<file path="config.mk">
export PLATFORM = sky130hd
export DESIGN_NAME = controlUnit
export DESIGN_NICKNAME = d
export VERILOG_FILES = /design/src/hdl/ctrlPkg.sv /design/src/hdl/instrDecode.sv /design/src/hdl/stateSequencer.sv /design/src/hdl/controlEncoder.sv /design/src/hdl/controlUnit.sv
export SDC_FILE = /design/constraint.sdc
export NUM_CORES = 1
export LEC_CHECK = 0
export BUFFER_PORTS_ARGS = -buffer_cell sky130_fd_sc_hd__buf_4
export CAP_MARGIN = 20
export CORE_ASPECT_RATIO = 1.5
export CORE_MARGIN = 2
export CORE_UTILIZATION = 47
export DETAILED_ROUTE_END_ITERATION = 10
export PLACE_DENSITY = 0.8
export SYNTH_ARGS = -nofsm -noshare
export SYNTH_HDL_FRONTEND = slang
export SYNTH_HIERARCHICAL = 1
export SYNTH_SLANG_ARGS = --single-unit
</file>
<file path="constraint.sdc">
create_clock -name clk -period 2.97 [get_ports clk]
set_input_delay 0.594 -clock clk [delete_from_list [all_inputs] [get_ports clk]]
set_output_delay 0.594 -clock clk [all_outputs]
set_load 0.1 [all_outputs]
</file>
<file path="src/hdl/ctrlPkg.sv">
package ctrlPkg;

	localparam int opcodeWidth = 6; // opcode and funct fields

	typedef enum logic [opcodeWidth-1:0] {
		opArith = 6'd0,
		opJ     = 6'd2,
		opJal   = 6'd3,
		opAddi  = 6'd8,
		opAddiu = 6'd9,
		opSlti  = 6'd10,
		opLui   = 6'd15
	} opcode_t;

	typedef enum logic [opcodeWidth-1:0] {
		fnSll  = 6'd0,
		fnSrl  = 6'd2,
		fnSra  = 6'd3,
		fnSllv = 6'd4,
		fnXchg = 6'd5,
		fnSrav = 6'd7,
		fnJr   = 6'd8,
		fnBrk  = 6'd13,
		fnRte  = 6'd19,
		fnAdd  = 6'd32,
		fnSub  = 6'd34,
		fnAnd  = 6'd36,
		fnSlt  = 6'd42
	} funct_t;

	typedef enum logic [4:0] {
		clsAdd, clsSub, clsAnd, clsSlt,
		clsSll, clsSllv, clsSrl, clsSra, clsSrav,
		clsJr, clsXchg, clsBrk, clsRte,
		clsAddi, clsAddiu, clsLui,
		clsJ, clsJal,
		clsIllegal
	} instrClass_t;

	typedef enum logic [4:0] {
		fetchIssue,
		fetchWait,
		fetchLatch,
		decodeIssue,
		decodeWait,
		decodeRead,
		execute,
		exec2,
		exec3,
		exec4
	} state_t;

	typedef enum logic [2:0] {
		aluNone = 3'd0,
		aluAdd  = 3'd1,
		aluSub  = 3'd2,
		aluAnd  = 3'd3,
		aluSlt  = 3'd7
	} aluOp_t;

	typedef enum logic [2:0] {
		shiftNone       = 3'd0,
		shiftLoad       = 3'd1,
		shiftLeft       = 3'd2,
		shiftRightLogic = 3'd3,
		shiftRightArith = 3'd4
	} shiftOp_t;

	typedef enum logic [2:0] {
		pcAluResult  = 3'd0,
		pcEpc        = 3'd2,
		pcJumpTarget = 3'd4
	} pcSource_t;

	typedef enum logic [2:0] {
		dstRt = 3'd0,
		dstRd = 3'd1,
		dstRa = 3'd3, // link register
		dstRs = 3'd4
	} regDst_t;

	typedef enum logic [3:0] {
		srcAluOut   = 4'd0,
		srcLessThan = 4'd4,
		srcShifter  = 4'd5,
		srcRegB     = 4'd6,
		srcRegA     = 4'd7
	} dataSrc_t;

	typedef struct packed {
		logic      pcWrite;
		logic      irWrite;
		logic      aWrite;
		logic      bWrite;
		logic      regWrite;
		logic      aluOutWrite;
		logic      epcWrite;
		logic [1:0] aluSrcA;
		logic [1:0] aluSrcB;
		logic [1:0] shiftSrc;
		logic [1:0] shiftAmt;
		regDst_t   regDst;
		pcSource_t pcSource;
		aluOp_t    aluOp;
		shiftOp_t  shiftOp;
		dataSrc_t  dataSrc;
		logic      reserved; // pads to 32 bits, always 0
	} ctrlWord_t;

endpackage

</file>
<file path="src/hdl/instrDecode.sv">
`timescale 1ns/100ps

module instrDecode import ctrlPkg::*; (
	input  opcode_t     opcode,
	input  funct_t      funct,
	output instrClass_t instrClass
);

	instrClass_t rClass;

	// R-type, selected by funct
	always_comb begin
		case (funct)
			fnAdd:   rClass = clsAdd;
			fnSub:   rClass = clsSub;
			fnAnd:   rClass = clsAnd;
			fnSlt:   rClass = clsSlt;
			fnSll:   rClass = clsSll;
			fnSllv:  rClass = clsSllv;
			fnSrl:   rClass = clsSrl;
			fnSra:   rClass = clsSra;
			fnSrav:  rClass = clsSrav;
			fnJr:    rClass = clsJr;
			fnXchg:  rClass = clsXchg;
			fnBrk:   rClass = clsBrk;
			fnRte:   rClass = clsRte;
			default: rClass = clsIllegal;
		endcase
	end

	always_comb begin
		case (opcode)
			opArith: instrClass = rClass;
			opAddi:  instrClass = clsAddi;
			opAddiu: instrClass = clsAddiu;
			opLui:   instrClass = clsLui;
			opJ:     instrClass = clsJ;
			opJal:   instrClass = clsJal;
			opSlti:  instrClass = clsIllegal; // no slti sequence
			default: instrClass = clsIllegal;
		endcase
	end

endmodule

</file>
<file path="src/hdl/stateSequencer.sv">
`timescale 1ns/100ps

module stateSequencer import ctrlPkg::*; #(
	parameter int memWaitCycles = 2
) (
	input  logic        clk,
	input  logic        reset,
	input  instrClass_t instrClass,
	output state_t      state
);

	localparam int cntWidth = (memWaitCycles > 1) ? $clog2(memWaitCycles) : 1;

	logic [cntWidth-1:0] waitCnt;
	logic                waitLast;
	state_t              nextState;

	assign waitLast = (waitCnt == cntWidth'(memWaitCycles - 1));

	always_comb begin
		case (state)
			fetchIssue:  nextState = (memWaitCycles == 0) ? fetchLatch : fetchWait;
			fetchWait:   nextState = waitLast ? fetchLatch : fetchWait;
			fetchLatch:  nextState = decodeIssue;
			decodeIssue: nextState = decodeWait;
			decodeWait:  nextState = decodeRead;
			decodeRead:  nextState = execute;
			execute: begin
				case (instrClass)
					clsRte, clsJr, clsJ, clsJal, clsIllegal: nextState = fetchIssue;
					default: nextState = exec2;
				endcase
			end
			exec2: begin
				if (instrClass inside {clsBrk, clsSlt}) begin
					nextState = fetchIssue;
				end else begin
					nextState = exec3;
				end
			end
			default: nextState = fetchIssue; // exec3, exec4
		endcase
	end

	always_ff @(posedge clk) begin
		if (reset) begin
			state <= fetchIssue;
			waitCnt <= '0;
		end else begin
			state <= nextState;
			if (state == fetchWait) begin
				waitCnt <= waitCnt + 1'b1;
			end else begin
				waitCnt <= '0;
			end
		end
	end

	stateLegal: assert property (@(posedge clk) disable iff (reset)
		state inside {fetchIssue, fetchWait, fetchLatch, decodeIssue, decodeWait,
			decodeRead, execute, exec2, exec3, exec4});

	// single-step classes go straight back to fetch
	shortReturn: assert property (@(posedge clk) disable iff (reset)
		(state == execute && instrClass inside {clsRte, clsJr, clsJ, clsJal, clsIllegal})
		|=> state != exec2);

endmodule

</file>
<file path="src/hdl/controlEncoder.sv">
`timescale 1ns/100ps

module controlEncoder import ctrlPkg::*; (
	input  logic        clk,
	input  logic        reset,
	input  state_t      state,
	input  instrClass_t instrClass,
	output ctrlWord_t   ctrl
);

	ctrlWord_t w;
	logic      immClass;
	regDst_t   writeDst;

	function automatic aluOp_t aluOpOf(instrClass_t cls);
		case (cls)
			clsSub:  return aluSub;
			clsAnd:  return aluAnd;
			clsSlt:  return aluSlt;
			default: return aluAdd;
		endcase
	endfunction

	function automatic shiftOp_t shiftOpOf(instrClass_t cls);
		case (cls)
			clsSrl:       return shiftRightLogic;
			clsSra, clsSrav: return shiftRightArith;
			default:      return shiftLeft;
		endcase
	endfunction

	assign immClass = instrClass inside {clsAddi, clsAddiu};
	assign writeDst = (immClass || instrClass == clsLui) ? dstRt : dstRd;

	always_comb begin
		w = '0;
		// shamt field or constant 16 feeds the shifter
		if (instrClass inside {clsSll, clsSrl, clsSra} && state inside {decodeRead, execute, exec2}) begin
			w.shiftSrc = 2'b10;
			w.shiftAmt = 2'b10;
		end
		if (instrClass == clsLui && state inside {decodeRead, execute, exec2, exec3}) begin
			w.shiftSrc = 2'b01;
			w.shiftAmt = 2'b01;
		end
		case (state)
			fetchIssue, fetchWait, fetchLatch: begin
				w.irWrite = 1'b1;
				w.aluSrcB = 2'b01; // pc + 4
				w.aluOp = aluAdd;
				w.pcWrite = (state == fetchLatch);
				w.epcWrite = (state == fetchLatch);
			end
			decodeIssue, decodeWait: begin
				w.aluSrcB = 2'b11; // branch target
				w.aluOp = aluAdd;
				w.aluOutWrite = (state == decodeWait);
				w.aWrite = (state == decodeWait);
				w.bWrite = (state == decodeWait);
			end
			decodeRead: begin
				case (instrClass)
					clsAdd, clsSub, clsAnd, clsSlt, clsAddi, clsAddiu: begin
						w.aluSrcA = 2'b01;
						w.aluSrcB = immClass ? 2'b10 : 2'b00;
						w.aluOp = aluOpOf(instrClass);
					end
					clsBrk: begin
						w.aluSrcB = 2'b01;
						w.aluOp = aluSub; // back to faulting pc
					end
					clsRte: begin
						w.pcWrite = 1'b1;
						w.pcSource = pcEpc;
					end
					clsJr: begin
						w.pcWrite = 1'b1;
						w.aluSrcA = 2'b01;
					end
					clsXchg: begin
						w.regWrite = 1'b1;
						w.regDst = dstRs;
						w.dataSrc = srcRegA;
					end
					clsJ, clsJal: begin
						w.pcWrite = 1'b1;
						w.pcSource = pcJumpTarget;
						w.regWrite = (instrClass == clsJal);
						w.aluOutWrite = (instrClass == clsJal);
						w.regDst = (instrClass == clsJal) ? dstRa : dstRt;
					end
					default: ;
				endcase
			end
			execute: begin
				case (instrClass)
					clsAdd, clsSub, clsAnd, clsAddi, clsAddiu: begin
						w.aluOutWrite = 1'b1;
						w.aluSrcA = 2'b01;
						w.aluSrcB = immClass ? 2'b10 : 2'b00;
						w.aluOp = aluOpOf(instrClass);
						w.regDst = writeDst;
					end
					clsSlt: begin
						w.regWrite = 1'b1;
						w.aluSrcA = 2'b01;
						w.aluOp = aluSlt;
						w.regDst = dstRd;
						w.dataSrc = srcLessThan;
					end
					clsBrk: begin
						w.pcWrite = 1'b1;
						w.aluSrcB = 2'b01;
						w.aluOp = aluSub;
					end
					clsRte: begin
						w.pcWrite = 1'b1;
						w.pcSource = pcEpc;
					end
					clsSll, clsSllv, clsSrl, clsSra, clsSrav, clsLui: w.shiftOp = shiftLoad;
					clsJr: w.aluSrcA = 2'b01;
					clsXchg: begin
						w.aluSrcA = 2'b01;
						w.regDst = dstRs;
						w.dataSrc = srcRegA;
					end
					clsJ, clsJal: begin
						w.pcSource = pcJumpTarget;
						w.regDst = (instrClass == clsJal) ? dstRa : dstRt;
					end
					default: ;
				endcase
			end
			exec2: begin
				case (instrClass)
					clsAdd, clsSub, clsAnd: w.regDst = dstRd;
					clsSlt: begin
						w.aluSrcA = 2'b01;
						w.aluOp = aluSlt;
						w.regDst = dstRd;
						w.dataSrc = srcLessThan;
					end
					clsBrk: w.aluOp = aluSub;
					clsSll, clsSllv, clsSrl, clsSra, clsSrav, clsLui: begin
						w.shiftOp = shiftOpOf(instrClass);
						w.regDst = writeDst;
						w.dataSrc = srcShifter;
					end
					clsXchg: begin
						w.regWrite = 1'b1; // second half of the swap
						w.aluSrcA = 2'b01;
						w.regDst = dstRt;
						w.dataSrc = srcRegB;
					end
					default: ;
				endcase
			end
			exec3: begin
				case (instrClass)
					clsAdd, clsSub, clsAnd, clsAddi, clsAddiu: begin
						w.regWrite = 1'b1;
						w.regDst = writeDst;
					end
					clsSll, clsSllv, clsSrl, clsSra, clsSrav, clsLui: begin
						w.regWrite = 1'b1;
						w.regDst = writeDst;
						w.dataSrc = srcShifter;
					end
					clsXchg: begin
						w.aluSrcA = 2'b01;
						w.dataSrc = srcRegB;
					end
					default: ;
				endcase
			end
			default: ;
		endcase
	end

	always_ff @(posedge clk) begin
		if (reset) begin
			ctrl <= '0;
		end else begin
			ctrl <= w;
		end
	end

	irAfterFetch: assert property (@(posedge clk) disable iff (reset)
		ctrl.irWrite |-> $past(state) inside {fetchIssue, fetchWait, fetchLatch});

endmodule

</file>
<file path="src/hdl/controlUnit.sv">
`timescale 1ns/100ps

module controlUnit import ctrlPkg::*; #(
	parameter int memWaitCycles = 2
) (
	input  logic      clk,
	input  logic      reset,
	input  opcode_t   opcode,
	input  funct_t    funct,
	output state_t    state,
	output ctrlWord_t ctrl
);

	instrClass_t instrClass;

	instrDecode instrDecode_inst (
		.opcode     (opcode),
		.funct      (funct),
		.instrClass (instrClass)
	);

	stateSequencer #(
		.memWaitCycles (memWaitCycles)
	) stateSequencer_inst (
		.clk        (clk),
		.reset      (reset),
		.instrClass (instrClass),
		.state      (state)
	);

	// word for the current state shows up one cycle later
	controlEncoder controlEncoder_inst (
		.clk        (clk),
		.reset      (reset),
		.state      (state),
		.instrClass (instrClass),
		.ctrl       (ctrl)
	);

endmodule

</file>
==> run summary <==
CLOCKING
--------------------------------------------------------------------------------
Number of buffers created by CTS                                               5
Number of sinks driven by the clock tree                                      30
Clk Latency, worst-skew pair                                              270 ps
Clock transition at the registers of the reported paths                    60 ps
Clock root buffer master                                            sky130_fd_sc_hd__clkbuf_8
Clock buffer depth                                                             2
Quantity of hold-fixing buffers added after cts                                0
Number of levels in the clock H-tree                                           2
Resize count post-CTS                                                          0
Clock tree from TritonCTS                                                   done
# Post-CTS Setup Buffers                                                       0

SYNTHESIS
--------------------------------------------------------------------------------
Number of flip-flops and latches in the synthesized netlist                   30
Share of flip-flops with an asynchronous set or reset                         0%
Top cell types by occurrence after synthesis                        sky130_fd_sc_hd__nor2_1, sky130_fd_sc_hd__dfxtp_1, sky130_fd_sc_hd__nand2_1
Largest area contributor in the synthesized netlist                 sky130_fd_sc_hd__dfxtp_1
Post-synthesis sequential area ratio                                      28.61%
Number of distinct library cells after synthesis                              59
Number of enable flip-flop cells after synthesis                               0
Post-synthesis instance area                                           2100 um^2
Avg Synthesized Cell Area                                             7.635 um^2
Leading post-synthesis cells by cell area                           sky130_fd_sc_hd__dfxtp_1, sky130_fd_sc_hd__nor2_1, sky130_fd_sc_hd__ha_1, sky130_fd_sc_hd__nand2_1, sky130_fd_sc_hd__a21oi_1
Post-synth top area share                                                 28.61%
Number of warnings reported in the yosys synthesis log                         6
Most common flop cell mapped by yosys                               sky130_fd_sc_hd__dfxtp_1
Most frequent cell after synthesis                                  sky130_fd_sc_hd__nor2_1
Mapped Cells                                                                 275

GLOBAL ROUTING
--------------------------------------------------------------------------------
Number of antenna violations at the first check in global routing              0
Via count of the first global-routing pass                                  2072
Total GRT Usage                                                           22.87%
Pin count of the biggest net entering global routing                          22
Wire length of the first global-routing pass                             9004 um
GRT Residual Overflow                                                          0

ROUTE
--------------------------------------------------------------------------------
Number of remaining DRC errors                                                 0
Total wirelength of the detailed-routed design                           5843 um
Average detailed-routed wire length per instance                        15.22 um
Vias per Instance                                                          5.979
Pre-Repair DR Iteration Count                                                  4
Number of nets still failing antenna checks after routing                      0
Count of vias placed by the detailed router                                 2296
Detailed router's first-iteration violation count                            100

STA
--------------------------------------------------------------------------------
Hold violation count in the final report                                       0
Setup repair after global routing missed its margin                          yes
Slew at the pin with the worst max-slew slack                           699.0 ps
Worst slew margin                                                         53.34%
Worst setup slack after layout                                          176.4 ps
Count of pins over their slew limit                                            0
Maximum clock rate                                                     358.0 MHz
Clock tree skew after final layout                                      4.821 ps
Final period demand of the worst path                                    2794 ps
Final setup viols                                                              0
Share of the cycle needed by the critical path after routing              94.06%
Hold_ws                                                                 614.5 ps

SETUP PATH
--------------------------------------------------------------------------------
Endpoint required time on the critical path                              3120 ps
FF-to-FF path depth                                                            4
Highest fanout seen on the critical path                                      12
Count of cell instances traversed by the critical path                        12
Cells along the critical path                                       buf_4 -> ha_1 -> or3b_4 -> a21oi_2 -> o31ai_1 -> a2111o_1 -> buf_4 -> or2_2 -> o211ai_1 -> nor2_1 -> a221oi_1 -> nor2_1
Setup crit end kind                                                    flip-flop
Crit-path leading delay family                                      compound AO/OA/AOI/OAI gates
Peak per-stage delay on the critical path                                 420 ps
Max stage delay cell, worst path                                    sky130_fd_sc_hd__a2111o_1
Data arrival time of the critical path                                   2940 ps
Startpoint Class                                                      input port
Worst Path Buf+Inv                                                             2
Critical setup path kind                                                  in2reg

PLACED DESIGN
--------------------------------------------------------------------------------
Post-DP HPWL                                                             4460 um
Minimum setup slack after placement                                    -148.8 ps
Placed cell count                                                            376
Number of I/O port buffers                                                    45
Routability cong.                                                          1.006

CELLS AND AREA
--------------------------------------------------------------------------------
Synth-to-Final Area Change                                                29.92%
Fin util                                                                  64.25%
Fillers                                                                      406
Post-route insts no fill                                                     384
Share of layout cells above drive strength 1                              30.47%
Number of nets in the layout                                                 357
Count of antenna diodes in the layout                                          0

POWER AND IR DROP
--------------------------------------------------------------------------------
Worst supply voltage drop on vdd                                       0.3878 mV
Leakage                                                              0.001124 uW
Power density over cell area                                        358.5 nW/um^2

STATUS
--------------------------------------------------------------------------------
Run status                                                             completed

FLOORPLANNING
--------------------------------------------------------------------------------
Core area                                                              4245 um^2
Horizontal extent of the die                                            58.57 um
Height of the die                                                       85.86 um
Number of ports placed on the die boundary                                    51
Die area                                                               5029 um^2
Initial Util                                                              49.45%
Site row count                                                                29

JOB
--------------------------------------------------------------------------------
Number of maximum-capacitance constraint violations                            0

HOLD PATH
--------------------------------------------------------------------------------
Type of the most critical hold path                                      reg2reg
Worst hold path depth                                                          2

[per-stage QoR]
stage                     area (um^2)  total power, uW  TNS, ps
after floorplan                  2118            589.3        0
after global placement           2619            652.1   -282.8
after detailed placement         2619            656.2   -666.3
after CTS                        2710            980.3        0
after global routing             2728             1013   -62.32
final                            2728            978.0        0
[power breakdown]
group          total (uW)  internal [uW]  switching, uW
sequential            421            409           11.3
clock                 325            186            139
combinational         232           75.5            156
total                 978            671            307
[worst min-delay path, delay by kind of cell (launching register included)]
family	cells	cell delay, ps
AND/OR/NAND/NOR	2	240
flip-flops	1	340
[layer usage]
metal | GRT usage, % | part of all wire (%) | vias up
li1 | - | - | 1104
met1 | 22.42 | 34 | 1063
met2 | 43.21 | 55 | 103
met3 | 2.715 | 5.9 | 26
met4 | 14.67 | 4.6 | 0
met5 | 0 | 0 | -
[logic make-up after synthesis]
kind of cell               Yosys count  share of synthesized area, %
adders and majority gates            6                         3.576
buffers and inverters               35                         8.462
other                                2                        0.3577
and+or+nand+nor                    123                         32.00
AOI/OAI and AO/OA                   71                         23.42
DFF                                 30                         28.61
xor gates and xnor gates             4                         1.669
muxes                                4                         1.907
[sequential cells by signal, summed over array words and instances (netlist names)]
name                         flops
controlEncoder_inst/ctrl        25
stateSequencer_inst/state        4
stateSequencer_inst/waitCnt      1
[worst paths after layout]
path	from	end	slack, ps
setup / recovery	funct[0]	controlEncoder_inst/ctrl[27]	180
hold / removal	stateSequencer_inst/waitCnt	stateSequencer_inst/waitCnt	610
setup reg to reg	stateSequencer_inst/state[2]	controlEncoder_inst/ctrl[22]	980
hold reg to reg	stateSequencer_inst/waitCnt	stateSequencer_inst/waitCnt	610
[cell type report]
type                    count  area, um^2  share of cell area, %
clock buffers               7       86.33                  3.165
clock inverters             1       5.005                 0.1835
inverters                  10       37.54                  1.376
multi-input cells         213        1363                  49.95
flip-flops and latches     30       600.6                  22.02
well taps                  46       57.56                  2.110
repair buffers             77       578.1                  21.19
[cell usage in the layout, fill, tap and decap left out, types with 3 or more instances in the layout]
master,n
sky130_fd_sc_hd__a211oi_1,3
sky130_fd_sc_hd__a21oi_1,13
sky130_fd_sc_hd__a31oi_1,4
sky130_fd_sc_hd__and3_1,5
sky130_fd_sc_hd__buf_4,77
sky130_fd_sc_hd__clkbuf_8,6
sky130_fd_sc_hd__conb_1,5
sky130_fd_sc_hd__dfxtp_1,30
sky130_fd_sc_hd__ha_1,6
sky130_fd_sc_hd__inv_1,10
sky130_fd_sc_hd__mux2i_1,4
sky130_fd_sc_hd__nand2_1,19
sky130_fd_sc_hd__nand2b_1,7
sky130_fd_sc_hd__nand3_1,7
sky130_fd_sc_hd__nand3b_1,3
sky130_fd_sc_hd__nand4_1,4
sky130_fd_sc_hd__nor2_1,33
sky130_fd_sc_hd__nor2b_1,8
sky130_fd_sc_hd__nor3_1,8
sky130_fd_sc_hd__nor3b_1,3
sky130_fd_sc_hd__nor4_1,5
sky130_fd_sc_hd__o211ai_1,3
sky130_fd_sc_hd__o21a_1,3
sky130_fd_sc_hd__o21ai_0,10
sky130_fd_sc_hd__o21ai_1,7
sky130_fd_sc_hd__or3_1,4
sky130_fd_sc_hd__xnor2_1,3
Power figures use the tool's default switching activity.
